$ cat src/include/asym_fifo_settings.svh
`ifndef ASYM_FIFO_SETTINGS_SVH
`define ASYM_FIFO_SETTINGS_SVH

// narrow side, one pushed entry
`define FIFO_W_DATA_W 8

// wide side, one popped word
`define FIFO_R_DATA_W 32

// banks per word, wide over narrow
`define FIFO_RATIO 4

// byte address, 64 entries deep
`define FIFO_ADDR_W 6

// word address, also the row address inside each bank
`define FIFO_R_ADDR_W 4

// byte level, one extra bit so a full FIFO fits
`define FIFO_LEVEL_W 7

// register map word address
`define WB_ADR_W 2

`endif

$ cat src/logic/asym_fifo_pkg.sv
`include "asym_fifo_settings.svh"

package asym_fifo_pkg;

   // master to slave, classic cycle
   typedef struct packed {
      logic                      cyc;
      logic                      stb;
      logic                      we;
      logic [`WB_ADR_W-1:0]      adr;
      logic [`FIFO_R_DATA_W-1:0] dat;
   } wb_req_t;

   // slave to master
   typedef struct packed {
      logic                      ack;
      logic                      err;
      logic [`FIFO_R_DATA_W-1:0] dat;
   } wb_rsp_t;

   // words_empty means fewer than one whole word stored
   typedef struct packed {
      logic [`FIFO_LEVEL_W-1:0] level;
      logic                     words_empty;
      logic                     full;
   } fifo_status_t;

   // register map, address 3 left unmapped
   typedef enum logic [`WB_ADR_W-1:0] {
      REG_PUSH   = 2'd0,
      REG_POP    = 2'd1,
      REG_STATUS = 2'd2
   } wb_reg_e;

   typedef enum logic [1:0] {
      S_IDLE,
      S_POP_WAIT,
      S_ACK
   } wb_state_e;

endpackage

$ cat src/logic/ram_2p_bank.sv
`timescale 1ns/1ps

module ram_2p_bank #(
   parameter int DATA_W = 8,
   parameter int ADDR_W = 4
) (
   input  logic              clk_i,
   // write port
   input  logic              w_en_i,
   input  logic [ADDR_W-1:0] w_addr_i,
   input  logic [DATA_W-1:0] w_data_i,
   // read port
   input  logic              r_en_i,
   input  logic [ADDR_W-1:0] r_addr_i,
   output logic [DATA_W-1:0] r_data_o
);

   logic [DATA_W-1:0] mem [2**ADDR_W];

   always_ff @(posedge clk_i) begin
      if (w_en_i) begin
         mem[w_addr_i] <= w_data_i;
      end
   end

   // output register holds its value between reads
   always_ff @(posedge clk_i) begin
      if (r_en_i) begin
         r_data_o <= mem[r_addr_i];
      end
   end

endmodule

$ cat src/logic/ram_2p_asym_wler.sv
`timescale 1ns/1ps
`include "asym_fifo_settings.svh"

module ram_2p_asym_wler (
   // write port, narrow
   input  logic                                   w_en_i,
   input  logic [`FIFO_ADDR_W-1:0]                w_addr_i,
   input  logic [`FIFO_W_DATA_W-1:0]              w_data_i,
   // read port, wide
   input  logic                                   r_en_i,
   input  logic [`FIFO_R_ADDR_W-1:0]              r_addr_i,
   output logic [`FIFO_R_DATA_W-1:0]              r_data_o,
   // bank write buses
   output logic [`FIFO_RATIO-1:0]                 ext_mem_w_en_o,
   output logic [`FIFO_RATIO*`FIFO_W_DATA_W-1:0]  ext_mem_w_data_o,
   output logic [`FIFO_RATIO*`FIFO_R_ADDR_W-1:0]  ext_mem_w_addr_o,
   // bank read buses
   output logic                                   ext_mem_r_en_o,
   output logic [`FIFO_RATIO*`FIFO_R_ADDR_W-1:0]  ext_mem_r_addr_o,
   input  logic [`FIFO_RATIO*`FIFO_W_DATA_W-1:0]  ext_mem_r_data_i
);

   // low byte-address bits pick the bank
   localparam int SEL_W = `FIFO_ADDR_W - `FIFO_R_ADDR_W;
   localparam int BW    = `FIFO_W_DATA_W;
   localparam int AW    = `FIFO_R_ADDR_W;

   logic [SEL_W-1:0] w_bank;
   logic [AW-1:0]    w_row;

   assign w_bank = w_addr_i[SEL_W-1:0];
   assign w_row  = w_addr_i[`FIFO_ADDR_W-1 -: AW];

   for (genvar q = 0; q < `FIFO_RATIO; q++) begin : g_bank_bus
      // write is serial, one bank per byte
      assign ext_mem_w_en_o[q]           = w_en_i & (w_bank == SEL_W'(q));
      assign ext_mem_w_data_o[q*BW +: BW] = w_data_i;
      assign ext_mem_w_addr_o[q*AW +: AW] = w_row;

      // read is parallel, bank q fills byte lane q
      assign ext_mem_r_addr_o[q*AW +: AW] = r_addr_i;
      assign r_data_o[q*BW +: BW]         = ext_mem_r_data_i[q*BW +: BW];
   end

   assign ext_mem_r_en_o = r_en_i;

endmodule

$ cat src/logic/asym_fifo_ctrl.sv
`timescale 1ns/1ps
`include "asym_fifo_settings.svh"

module asym_fifo_ctrl
   import asym_fifo_pkg::*;
(
   input  logic                        clk_i,
   input  logic                        rst_n_i,
   // requests from the bus slave, already checked
   input  logic                        push_i,
   input  logic [`FIFO_W_DATA_W-1:0]   push_data_i,
   input  logic                        pop_i,
   output fifo_status_t                status_o,
   // memory side
   output logic                        w_en_o,
   output logic [`FIFO_ADDR_W-1:0]     w_addr_o,
   output logic [`FIFO_W_DATA_W-1:0]   w_data_o,
   output logic                        r_en_o,
   output logic [`FIFO_R_ADDR_W-1:0]   r_addr_o
);

   localparam logic [`FIFO_LEVEL_W-1:0] WORD_BYTES = `FIFO_LEVEL_W'(`FIFO_RATIO);
   localparam logic [`FIFO_LEVEL_W-1:0] DEPTH      = `FIFO_LEVEL_W'(2**`FIFO_ADDR_W);

   logic [`FIFO_ADDR_W-1:0]   wr_ptr;
   logic [`FIFO_R_ADDR_W-1:0] rd_ptr;
   logic [`FIFO_LEVEL_W-1:0]  level;

   // byte pointer, wraps at depth
   always_ff @(posedge clk_i or negedge rst_n_i) begin
      if (!rst_n_i) begin
         wr_ptr <= '0;
      end else if (push_i) begin
         wr_ptr <= wr_ptr + 1'b1;
      end
   end

   // word pointer, one step per pop
   always_ff @(posedge clk_i or negedge rst_n_i) begin
      if (!rst_n_i) begin
         rd_ptr <= '0;
      end else if (pop_i) begin
         rd_ptr <= rd_ptr + 1'b1;
      end
   end

   // level counted in bytes
   always_ff @(posedge clk_i or negedge rst_n_i) begin
      if (!rst_n_i) begin
         level <= '0;
      end else begin
         case ({push_i, pop_i})
            2'b10:   level <= level + 1'b1;
            2'b01:   level <= level - WORD_BYTES;
            // both at once, net three bytes out
            2'b11:   level <= level + 1'b1 - WORD_BYTES;
            default: level <= level;
         endcase
      end
   end

   always_comb begin
      status_o.level       = level;
      status_o.words_empty = (level < WORD_BYTES);
      status_o.full        = (level == DEPTH);
   end

   // write and read go out in the cycle of the request
   assign w_en_o   = push_i;
   assign w_addr_o = wr_ptr;
   assign w_data_o = push_data_i;
   assign r_en_o   = pop_i;
   assign r_addr_o = rd_ptr;

endmodule

$ cat src/logic/asym_fifo_wb.sv
`timescale 1ns/1ps
`include "asym_fifo_settings.svh"

module asym_fifo_wb
   import asym_fifo_pkg::*;
(
   input  logic                        clk_i,
   input  logic                        rst_n_i,
   // bus side
   input  wb_req_t                     wb_req_i,
   output wb_rsp_t                     wb_rsp_o,
   // FIFO side
   input  fifo_status_t                status_i,
   input  logic [`FIFO_R_DATA_W-1:0]   pop_data_i,
   output logic                        push_o,
   output logic [`FIFO_W_DATA_W-1:0]   push_data_o,
   output logic                        pop_o
);

   wb_state_e                   state;
   wb_reg_e                     reg_sel;
   wb_rsp_t                     rsp_q;
   logic                        push_ok;
   logic                        pop_ok;
   logic                        stat_ok;
   logic [`FIFO_R_DATA_W-1:0]   status_word;

   // legality from address, direction and current status
   always_comb begin
      reg_sel = wb_reg_e'(wb_req_i.adr);
      push_ok = 1'b0;
      pop_ok  = 1'b0;
      stat_ok = 1'b0;
      case (reg_sel)
         REG_PUSH:   push_ok = wb_req_i.we && !status_i.full;
         REG_POP:    pop_ok  = !wb_req_i.we && !status_i.words_empty;
         REG_STATUS: stat_ok = !wb_req_i.we;
         default:    ;
      endcase
   end

   // level in 6:0, words_empty in 8, full in 9
   always_comb begin
      status_word                      = '0;
      status_word[`FIFO_LEVEL_W-1:0]   = status_i.level;
      status_word[8]                   = status_i.words_empty;
      status_word[9]                   = status_i.full;
   end

   always_ff @(posedge clk_i or negedge rst_n_i) begin
      if (!rst_n_i) begin
         state       <= S_IDLE;
         rsp_q       <= '0;
         push_o      <= 1'b0;
         push_data_o <= '0;
         pop_o       <= 1'b0;
      end else begin
         push_o <= 1'b0;
         case (state)
            S_IDLE: begin
               if (wb_req_i.cyc && wb_req_i.stb) begin
                  if (push_ok) begin
                     push_o      <= 1'b1;
                     push_data_o <= wb_req_i.dat[`FIFO_W_DATA_W-1:0];
                     rsp_q.ack   <= 1'b1;
                     rsp_q.dat   <= '0;
                     state       <= S_ACK;
                  end else if (pop_ok) begin
                     pop_o <= 1'b1;
                     state <= S_POP_WAIT;
                  end else if (stat_ok) begin
                     rsp_q.ack <= 1'b1;
                     rsp_q.dat <= status_word;
                     state     <= S_ACK;
                  end else begin
                     rsp_q.err <= 1'b1;
                     rsp_q.dat <= '0;
                     state     <= S_ACK;
                  end
               end
            end
            S_POP_WAIT: begin
               // first cycle the banks read, second the word is ready
               if (pop_o) begin
                  pop_o <= 1'b0;
               end else begin
                  rsp_q.ack <= 1'b1;
                  rsp_q.dat <= pop_data_i;
                  state     <= S_ACK;
               end
            end
            S_ACK: begin
               // request is not looked at while acking
               rsp_q.ack <= 1'b0;
               rsp_q.err <= 1'b0;
               state     <= S_IDLE;
            end
            default: state <= S_IDLE;
         endcase
      end
   end

   assign wb_rsp_o = rsp_q;

endmodule

$ cat src/logic/asym_fifo_top.sv
`timescale 1ns/1ps
`include "asym_fifo_settings.svh"

module asym_fifo_top
   import asym_fifo_pkg::*;
(
   input  logic    clk_i,
   input  logic    rst_n_i,
   input  wb_req_t wb_req_i,
   output wb_rsp_t wb_rsp_o
);

   localparam int BW = `FIFO_W_DATA_W;
   localparam int AW = `FIFO_R_ADDR_W;

   fifo_status_t                     status;
   logic                             push;
   logic [BW-1:0]                    push_data;
   logic                             pop;
   logic [`FIFO_R_DATA_W-1:0]        pop_data;

   logic                             w_en;
   logic [`FIFO_ADDR_W-1:0]          w_addr;
   logic [BW-1:0]                    w_data;
   logic                             r_en;
   logic [AW-1:0]                    r_addr;

   // flat bank buses
   logic [`FIFO_RATIO-1:0]           ext_w_en;
   logic [`FIFO_RATIO*BW-1:0]        ext_w_data;
   logic [`FIFO_RATIO*AW-1:0]        ext_w_addr;
   logic                             ext_r_en;
   logic [`FIFO_RATIO*AW-1:0]        ext_r_addr;
   logic [`FIFO_RATIO*BW-1:0]        ext_r_data;

   asym_fifo_wb asym_fifo_wb_inst (
      .clk_i       (clk_i),
      .rst_n_i     (rst_n_i),
      .wb_req_i    (wb_req_i),
      .wb_rsp_o    (wb_rsp_o),
      .status_i    (status),
      .pop_data_i  (pop_data),
      .push_o      (push),
      .push_data_o (push_data),
      .pop_o       (pop)
   );

   asym_fifo_ctrl asym_fifo_ctrl_inst (
      .clk_i       (clk_i),
      .rst_n_i     (rst_n_i),
      .push_i      (push),
      .push_data_i (push_data),
      .pop_i       (pop),
      .status_o    (status),
      .w_en_o      (w_en),
      .w_addr_o    (w_addr),
      .w_data_o    (w_data),
      .r_en_o      (r_en),
      .r_addr_o    (r_addr)
   );

   ram_2p_asym_wler ram_2p_asym_wler_inst (
      .w_en_i           (w_en),
      .w_addr_i         (w_addr),
      .w_data_i         (w_data),
      .r_en_i           (r_en),
      .r_addr_i         (r_addr),
      .r_data_o         (pop_data),
      .ext_mem_w_en_o   (ext_w_en),
      .ext_mem_w_data_o (ext_w_data),
      .ext_mem_w_addr_o (ext_w_addr),
      .ext_mem_r_en_o   (ext_r_en),
      .ext_mem_r_addr_o (ext_r_addr),
      .ext_mem_r_data_i (ext_r_data)
   );

   // one bank per byte lane
   for (genvar q = 0; q < `FIFO_RATIO; q++) begin : g_bank
      ram_2p_bank #(
         .DATA_W (BW),
         .ADDR_W (AW)
      ) ram_2p_bank_inst (
         .clk_i    (clk_i),
         .w_en_i   (ext_w_en[q]),
         .w_addr_i (ext_w_addr[q*AW +: AW]),
         .w_data_i (ext_w_data[q*BW +: BW]),
         .r_en_i   (ext_r_en),
         .r_addr_i (ext_r_addr[q*AW +: AW]),
         .r_data_o (ext_r_data[q*BW +: BW])
      );
   end

endmodule

$ cat config.mk
export PLATFORM = sky130hd
export DESIGN_NAME = asym_fifo_top
export DESIGN_NICKNAME = d
export VERILOG_FILES = /design/src/logic/asym_fifo_pkg.sv /design/src/logic/ram_2p_bank.sv /design/src/logic/ram_2p_asym_wler.sv /design/src/logic/asym_fifo_ctrl.sv /design/src/logic/asym_fifo_wb.sv /design/src/logic/asym_fifo_top.sv
export VERILOG_INCLUDE_DIRS = /design/src /design/src/include
export SDC_FILE = /design/constraint.sdc
export NUM_CORES = 1
export LEC_CHECK = 0
export BUFFER_PORTS_ARGS = -buffer_cell sky130_fd_sc_hd__buf_4
export CORE_MARGIN = 2
export CORE_UTILIZATION = 62
export DETAILED_ROUTE_END_ITERATION = 7
export GPL_TIMING_DRIVEN = 0
export PLACE_DENSITY = 0.79
export SLEW_MARGIN = 20
export SYNTH_ARGS = -nofsm -noshare
export SYNTH_HDL_FRONTEND = slang
export SYNTH_SLANG_ARGS = --single-unit
$ cat constraint.sdc
create_clock -name clk_i -period 2.79 [get_ports clk_i]
set_clock_uncertainty 0.05 [all_clocks]
set_input_delay 0.837 -clock clk_i [delete_from_list [all_inputs] [get_ports clk_i]]
set_output_delay 0.837 -clock clk_i [all_outputs]
set_load 0.01 [all_outputs]
# Word-level counts from Yosys, hierarchy flattened
# Memory sizes are Yosys's and may differ from the RTL's. A register that Yosys moved wholly into a read port is not among the register bits.
# Cells that the tools add are included.
[classes]
addsub = 5
n_mul = 0
div_mod_pow = 0
n_lt_le_gt_ge = 1
n_eq_ne = 19
n_shift = 0
mux = 37
n_bitwise = 4
reduce_logical = 19
[ops]
columns = ["operator", "n"]
rows = [
  ["34-bit 2-to-1 mux", 2],
  ["32-bit 2-to-1 mux", 2],
  ["32-bit case mux with 2 select lines", 1],
  ["1-bit 2-to-1 mux", 22],
  ["7-bit case mux with 3 select lines", 1],
  ["7-bit by 3-bit subtractor with 7-bit output, second input constant", 2],
  ["2-bit equality test, second input constant", 6],
  ["10-bit 2-to-1 mux", 1],
  ["5-bit AND reduction", 2],
  ["2-bit by 1-bit equality test with 1-bit output, second input constant", 4],
  ["2-bit 2-to-1 mux", 4],
  ["2-bit inequality test, second input constant", 4],
  ["4-bit AND reduction", 2],
  ["7-bit by 1-bit adder with 7-bit output, second input constant", 1],
  ["7-bit equality test, second input constant", 1],
  ["7-bit by 3-bit less-than comparator with 1-bit output, second input constant", 1],
  ["6-bit by 1-bit adder with 6-bit output, second input constant", 1],
  ["2-bit zero test", 3],
  ["3-bit nonzero test", 2],
  ["4-bit by 1-bit adder with 4-bit output, second input constant", 1],
  ["1-bit bitwise AND", 4],
  ["2-bit by 1-bit inequality test with 1-bit output, second input constant", 2],
  ["1-bit case mux with 2 select lines", 2],
  ["2-bit case mux with 2 select lines", 1],
  ["8 further kinds", 13],
]
[totals]
ff_bits = 63
latchBits = 0
ram_bits = 512
rom_bits = 0
inputBits = 39
mem_count = 4
[memory_table]
columns = ["name", "words", "word_bits", "read_ports", "rd_ports_with_merged_regs", "write_ports", "line", "text"]
rows = [
  ["g_bank[0].ram_2p_bank_inst.mem", 16, 8, 1, 1, 1, "ram_2p_bank.sv:18", "logic [DATA_W-1:0] mem [2**ADDR_W];"],
  ["g_bank[1].ram_2p_bank_inst.mem", 16, 8, 1, 1, 1, "ram_2p_bank.sv:18", ""],
  ["g_bank[2].ram_2p_bank_inst.mem", 16, 8, 1, 1, 1, "ram_2p_bank.sv:18", ""],
  ["g_bank[3].ram_2p_bank_inst.mem", 16, 8, 1, 1, 1, "ram_2p_bank.sv:18", ""],
]

# Longest topological paths before layout
[logic_depth]
depth_word = 8
depth_mapped = 8
mapped_depth_nobuf = 7

# Cells and area by module
# A second synthesis with hierarchy kept.
[unflattened]
hier_cells = 1291
hier_area_um2 = 24808.8
[modules_own_cells]
columns = ["module", "instances", "cells_each", "area_per_inst_um2", "seq_area_each_um2"]
rows = [
  ["ram_2p_bank", 4, 229, 5227.5, 4083.9],
  ["asym_fifo_wb", 1, 160, 1979.4, 1151.1],
  ["asym_fifo_ctrl", 1, 114, 1153.6, 425.4],
  ["ram_2p_asym_wler", 1, 101, 765.7, 0.0],
]

# Worst setup path before layout
# Ideal clock, no wire load.
[synth_timing]
kind = "flip-flop to flip-flop"
start = "reg asym_fifo_wb_inst.push_o"
end = "mem g_bank[3].ram_2p_bank_inst.mem[11][0] (enable)"
setup_time_ns = 0.385
arrival_time_ns = 1.944
required_time_ns = 2.355
path_slack_ns = 0.410
stages_incl_launch_ff = 5
path_cell_list = "dfrtp_1 clkbuf_1 buf_1 nand4_1 nor3b_1"
[synth_between]
elab_chain_len = 3
[synth_lines]
columns = ["element", "line", "text"]
rows = [
  ["start: declaration", "asym_fifo_wb.sv:15", "output logic push_o,"],
  ["start signal: assignment", "asym_fifo_wb.sv:54", "push_o <= 1'b0;"],
  ["start signal: assignment", "asym_fifo_wb.sv:58", "push_o <= 1'b0;"],
  ["start signal: assignment", "asym_fifo_wb.sv:63", "push_o <= 1'b1;"],
  ["1-bit bitwise AND", "ram_2p_asym_wler.sv:36", "assign ext_mem_w_en_o[q] = w_en_i & (w_bank == SEL_W'(q));"],
  ["1-bit 2-to-1 mux", "ram_2p_bank.sv:21", "if (w_en_i) begin"],
  ["1-bit 2-to-1 mux (implied by the code)", "ram_2p_bank.sv:22", "mem[w_addr_i] <= w_data_i;"],
  ["end: declaration", "ram_2p_bank.sv:18", ""],
]
# Every way passes these cells.

# Worst setup path in the final report
[layout_timing]
start = "reg asym_fifo_wb_inst.push_o"
end = "mem g_bank[1].ram_2p_bank_inst.mem[5][0] (enable)"
[layout_between]
elab_chain_len = 3
[layout_lines]
columns = ["element", "line"]
rows = [
  ["1-bit bitwise AND", "ram_2p_asym_wler.sv:36"],
  ["1-bit 2-to-1 mux", "ram_2p_bank.sv:21"],
  ["1-bit 2-to-1 mux (implied by the code)", "ram_2p_bank.sv:22"],
  ["end: declaration", "ram_2p_bank.sv:18"],
]
# Every way passes these cells.

==> flow_metrics.py <==
metrics = {
    "outcome": {
        "outcome": "finished, violations left",
        "failing_checks": "setup timing",
    },
    "logic_synthesis": {
        "synth_sequential_area_ratio_pct": 75.8,
        "synth.ff_latch_count": 607,
        "async_reset_ff_share_pct": 10.4,
        "synthesis.instances": 1124,
        "netlist_area_um2": 23600,
        "synthesis.area_per_instance_um2": 21.0,
        "mapped_nets": 1173,
        "synthDistinctLibCells": 47,
        "post_synth_edffs": 544,
        "synth-main-ff-cell": "edfxtp_1",
        "yosys_warnings": 0,
    },
    "worst_hold_path": {
        "hold_class": "in -> async",
    },
    "placement": {
        "dp_worst_setup_slack_ns": -0.405,
        "gp_routability_congestion": 0.845,
        "port_buffers": 48,
        "placed_cell_area_um2": 24900,
        "hpwl_um": 32200,
    },
    "sta": {
        "finalHoldViolCount": 0,
        "finalSetupViolations": 16,
        "tns_ns": -0.630,
        "report.final.slew_viol_count": 0,
        "setup_slack_ns": -0.0641,
        "worstMarginPinSlew_ns": 1.14,
        "fmax_mhz": 350,
        "max-slew-margin-rel_pct": 23.4,
        "layout_min_cycle_time_ns": 2.85,
        "fin_crit_sh_pct": 102,
        "setup_repair_after_global_routing_missed_its_margin": "true",
    },
    "finish": {
        "layout.cells.most_common": "edfxtp_1",
        "design.final.nets": 1297,
        "final_core_utilization_pct": 71.5,
        "most-common-layout-cells": "edfxtp_1, mux4_2, buf_4",
        "layout-area-overhead-vs-synth_pct": 13.7,
        "design_area_um2": 26900,
        "diodes": 0,
        "drive_gt1_share_pct": 30.1,
    },
    "detailed_routing": {
        "drt-total-wl_um": 53900,
        "drt_iter0_markers": 1282,
        "wl_met3_um": 4900,
        "wl_per_cell_um": 29.9,
        "postRouteAntennaNets": 0,
        "routed-via-count": 11800,
        "met1_length_um": 19400,
        "via_per_inst": 6.52,
        "route.detailed.drc": 0,
        "route.met2.wl_um": 27700,
        "total_iterations_of_the_first_detailed_routing_run": 6,
        "dr.max_layer_used": "met4",
    },
    "power_and_ir_drop": {
        "worst_voltage_drop_across_the_vdd_grid_v": 0.000588,
        "static-leakage-power_nw": 8.92,
        "power_density_nw_per_um2": 922,
    },
    "cts": {
        "clk_latency_ns": 0.60,
        "path_clk_slew_ns": 0.07,
        "clock-sinks": 607,
        "cts_htree_levels": 2,
        "ctsRootBufferMaster": "clkbuf_16",
        "cts.path.max_buffers": 3,
        "cts-hold-fix-buffers": 0,
        "tritoncts.num_buffers": 57,
        "clock_tree_from_tritoncts": "done",
    },
    "worst_setup_path": {
        "timing.critical_path.slowest_cell_delay_ns": 0.92,
        "timing.rr.start": "asym_fifo_wb_inst.push_o",
        "critical_path_startpoint_category": "flop",
        "type_of_destination_of_the_critical_path": "flop",
        "timing.critical_path.arrival_ns": 3.00,
        "regToRegEndpoint": "g_bank[1].ram_2p_bank_inst.mem[5][0]",
        "r2r_slack_ns": -0.06,
        "worst-path-buf-inv": 2,
        "critPathSlowestCell": "nor2_1",
        "path_class": "reg -> reg",
        "worst_path_most_repeated_cell": "clkbuf_1",
        "required_ns": 2.94,
        "number_of_cell_instances_on_the_worst_register_to_register_path": 4,
        "crit_end": "g_bank[1].ram_2p_bank_inst.mem[5][0]",
        "crit_fanout": 10,
        "timing.critical_path.max_delay_family": "simple AND/OR/NAND/NOR gates",
        "timing.critical_path.depth": 4,
        "crit_path_launch": "asym_fifo_wb_inst.push_o",
        "crit_chain": "clkbuf_1, nand2_1, clkbuf_1, nor2_1",
    },
    "floorplanning": {
        "boundaryPins": 73,
        "die_y_um": 199,
        "floorplan.die_area_um2": 39700,
        "design.core.area_um2": 37600,
        "row_count": 71,
        "fp.dieW_um": 199,
        "initial_core_util_pct": 62.9,
    },
    "run": {
        "max-cap-violations": 0,
    },
    "global_routing": {
        "antenna_found_initial": 0,
        "total_grt_usage_pct": 28.4,
        "grt_pass1_wl_um": 79800,
        "vias_in_the_first_global_route": 12400,
        "largest_net_degree_at_the_start_of_global_routing": 66,
        "grt_overflow_total": 0,
    },
}
## registers in the layout, summed over array words and instances (netlist names), 2 cells and up
register                          cells
g_bank.ram_2p_bank_inst.mem         512
asym_fifo_wb_inst.wb_rsp_o           34
g_bank.ram_2p_bank_inst.r_data_o     32
asym_fifo_wb_inst.push_data_o         8
asym_fifo_ctrl_inst.level             7
asym_fifo_ctrl_inst.w_addr_o          6
asym_fifo_ctrl_inst.r_addr_o          4
asym_fifo_wb_inst.state               2
## repair_timing
item                       4_1_cts  5_1_grt
pin swaps                        3        2
buffers inserted                 5        4
setup endpoints to repair       72      218
gates resized for setup         27       39
## Yosys cell counts, types with 7 or more instances
master | instances | area (um^2)
nor2b_1 | 7 | 43.8
buf_2 | 11 | 55.1
nand3_1 | 10 | 50.1
xnor2_1 | 13 | 114
edfxtp_1 | 544 | 16300
nand2_1 | 48 | 180
ha_1 | 10 | 125
buf_1 | 7 | 26.3
mux4_2 | 160 | 3600
mux2i_1 | 25 | 250
dfrtp_1 | 63 | 1580
a22o_1 | 8 | 70.1
nor2_1 | 66 | 248
mux2_2 | 13 | 146
clkbuf_1 | 39 | 146
inv_1 | 35 | 131
## how the worst min path moves through the flow
stage	slack [ns]	start	depth (start not counted)	end
after detailed placement	0.44	asym_fifo_wb_inst.wb_rsp_o[3]	1	asym_fifo_wb_inst.wb_rsp_o[3]
after global placement	0.44	asym_fifo_wb_inst.wb_rsp_o[3]	1	asym_fifo_wb_inst.wb_rsp_o[3]
after CTS	0.34	rst_n_i	1	asym_fifo_ctrl_inst.level[4]
final	0.30	rst_n_i	1	asym_fifo_ctrl_inst.level[4]
after floorplan	0.44	g_bank[1].ram_2p_bank_inst.r_data_o[2]	2	asym_fifo_wb_inst.wb_rsp_o[10]
after global routing	0.38	rst_n_i	1	asym_fifo_ctrl_inst.level[4]
## area by class of cell
| class | count | area [um^2] |
|---|---|---|
| multi-input cells | 421 | 5420 |
| clock inverters | 34 | 262 |
| clock buffers | 72 | 1530 |
| well taps | 511 | 639 |
| flip-flops and latches | 607 | 17900 |
| fillers | 2052 | 10700 |
| repair buffers | 65 | 636 |
| plain buffers | 61 | 339 |
| inverters | 35 | 131 |
## stage by stage
stage / instances / power, mW / hold WS, ns
after floorplan: 1124 / 15.3 / 0.436
after global placement: 1683 / 16.9 / 0.444
after detailed placement: 1691 / 17.3 / 0.445
after CTS: 1802 / 24.7 / 0.335
after global routing: 1806 / 25.5 / 0.376
final: 1806 / 24.8 / 0.298
## cells by family after synthesis
group | share of synthesized area [%]
muxes | 17.3
xor gates and xnor gates | 0.704
adders and majority gates | 0.529
and+or+nand+nor | 3.04
buffers and inverters | 1.69
AOI/OAI and AO/OA | 0.958
DFF | 75.8
## power breakdown
| group | internal (mW) | total, mW | switching, mW |
|---|---|---|---|
| combinational | 2.75 | 5.69 | 2.94 |
| sequential | 11.0 | 11.6 | 0.602 |
| clock | 4.23 | 7.52 | 3.29 |
## metal layers
metal,vias up,track usage [%]
met2,727,47.9
met1,6129,36.9
li1,4782,-
met3,141,6.03
met4,0,10.8
met5,-,1.02
(Power assumes the default switching activity.)
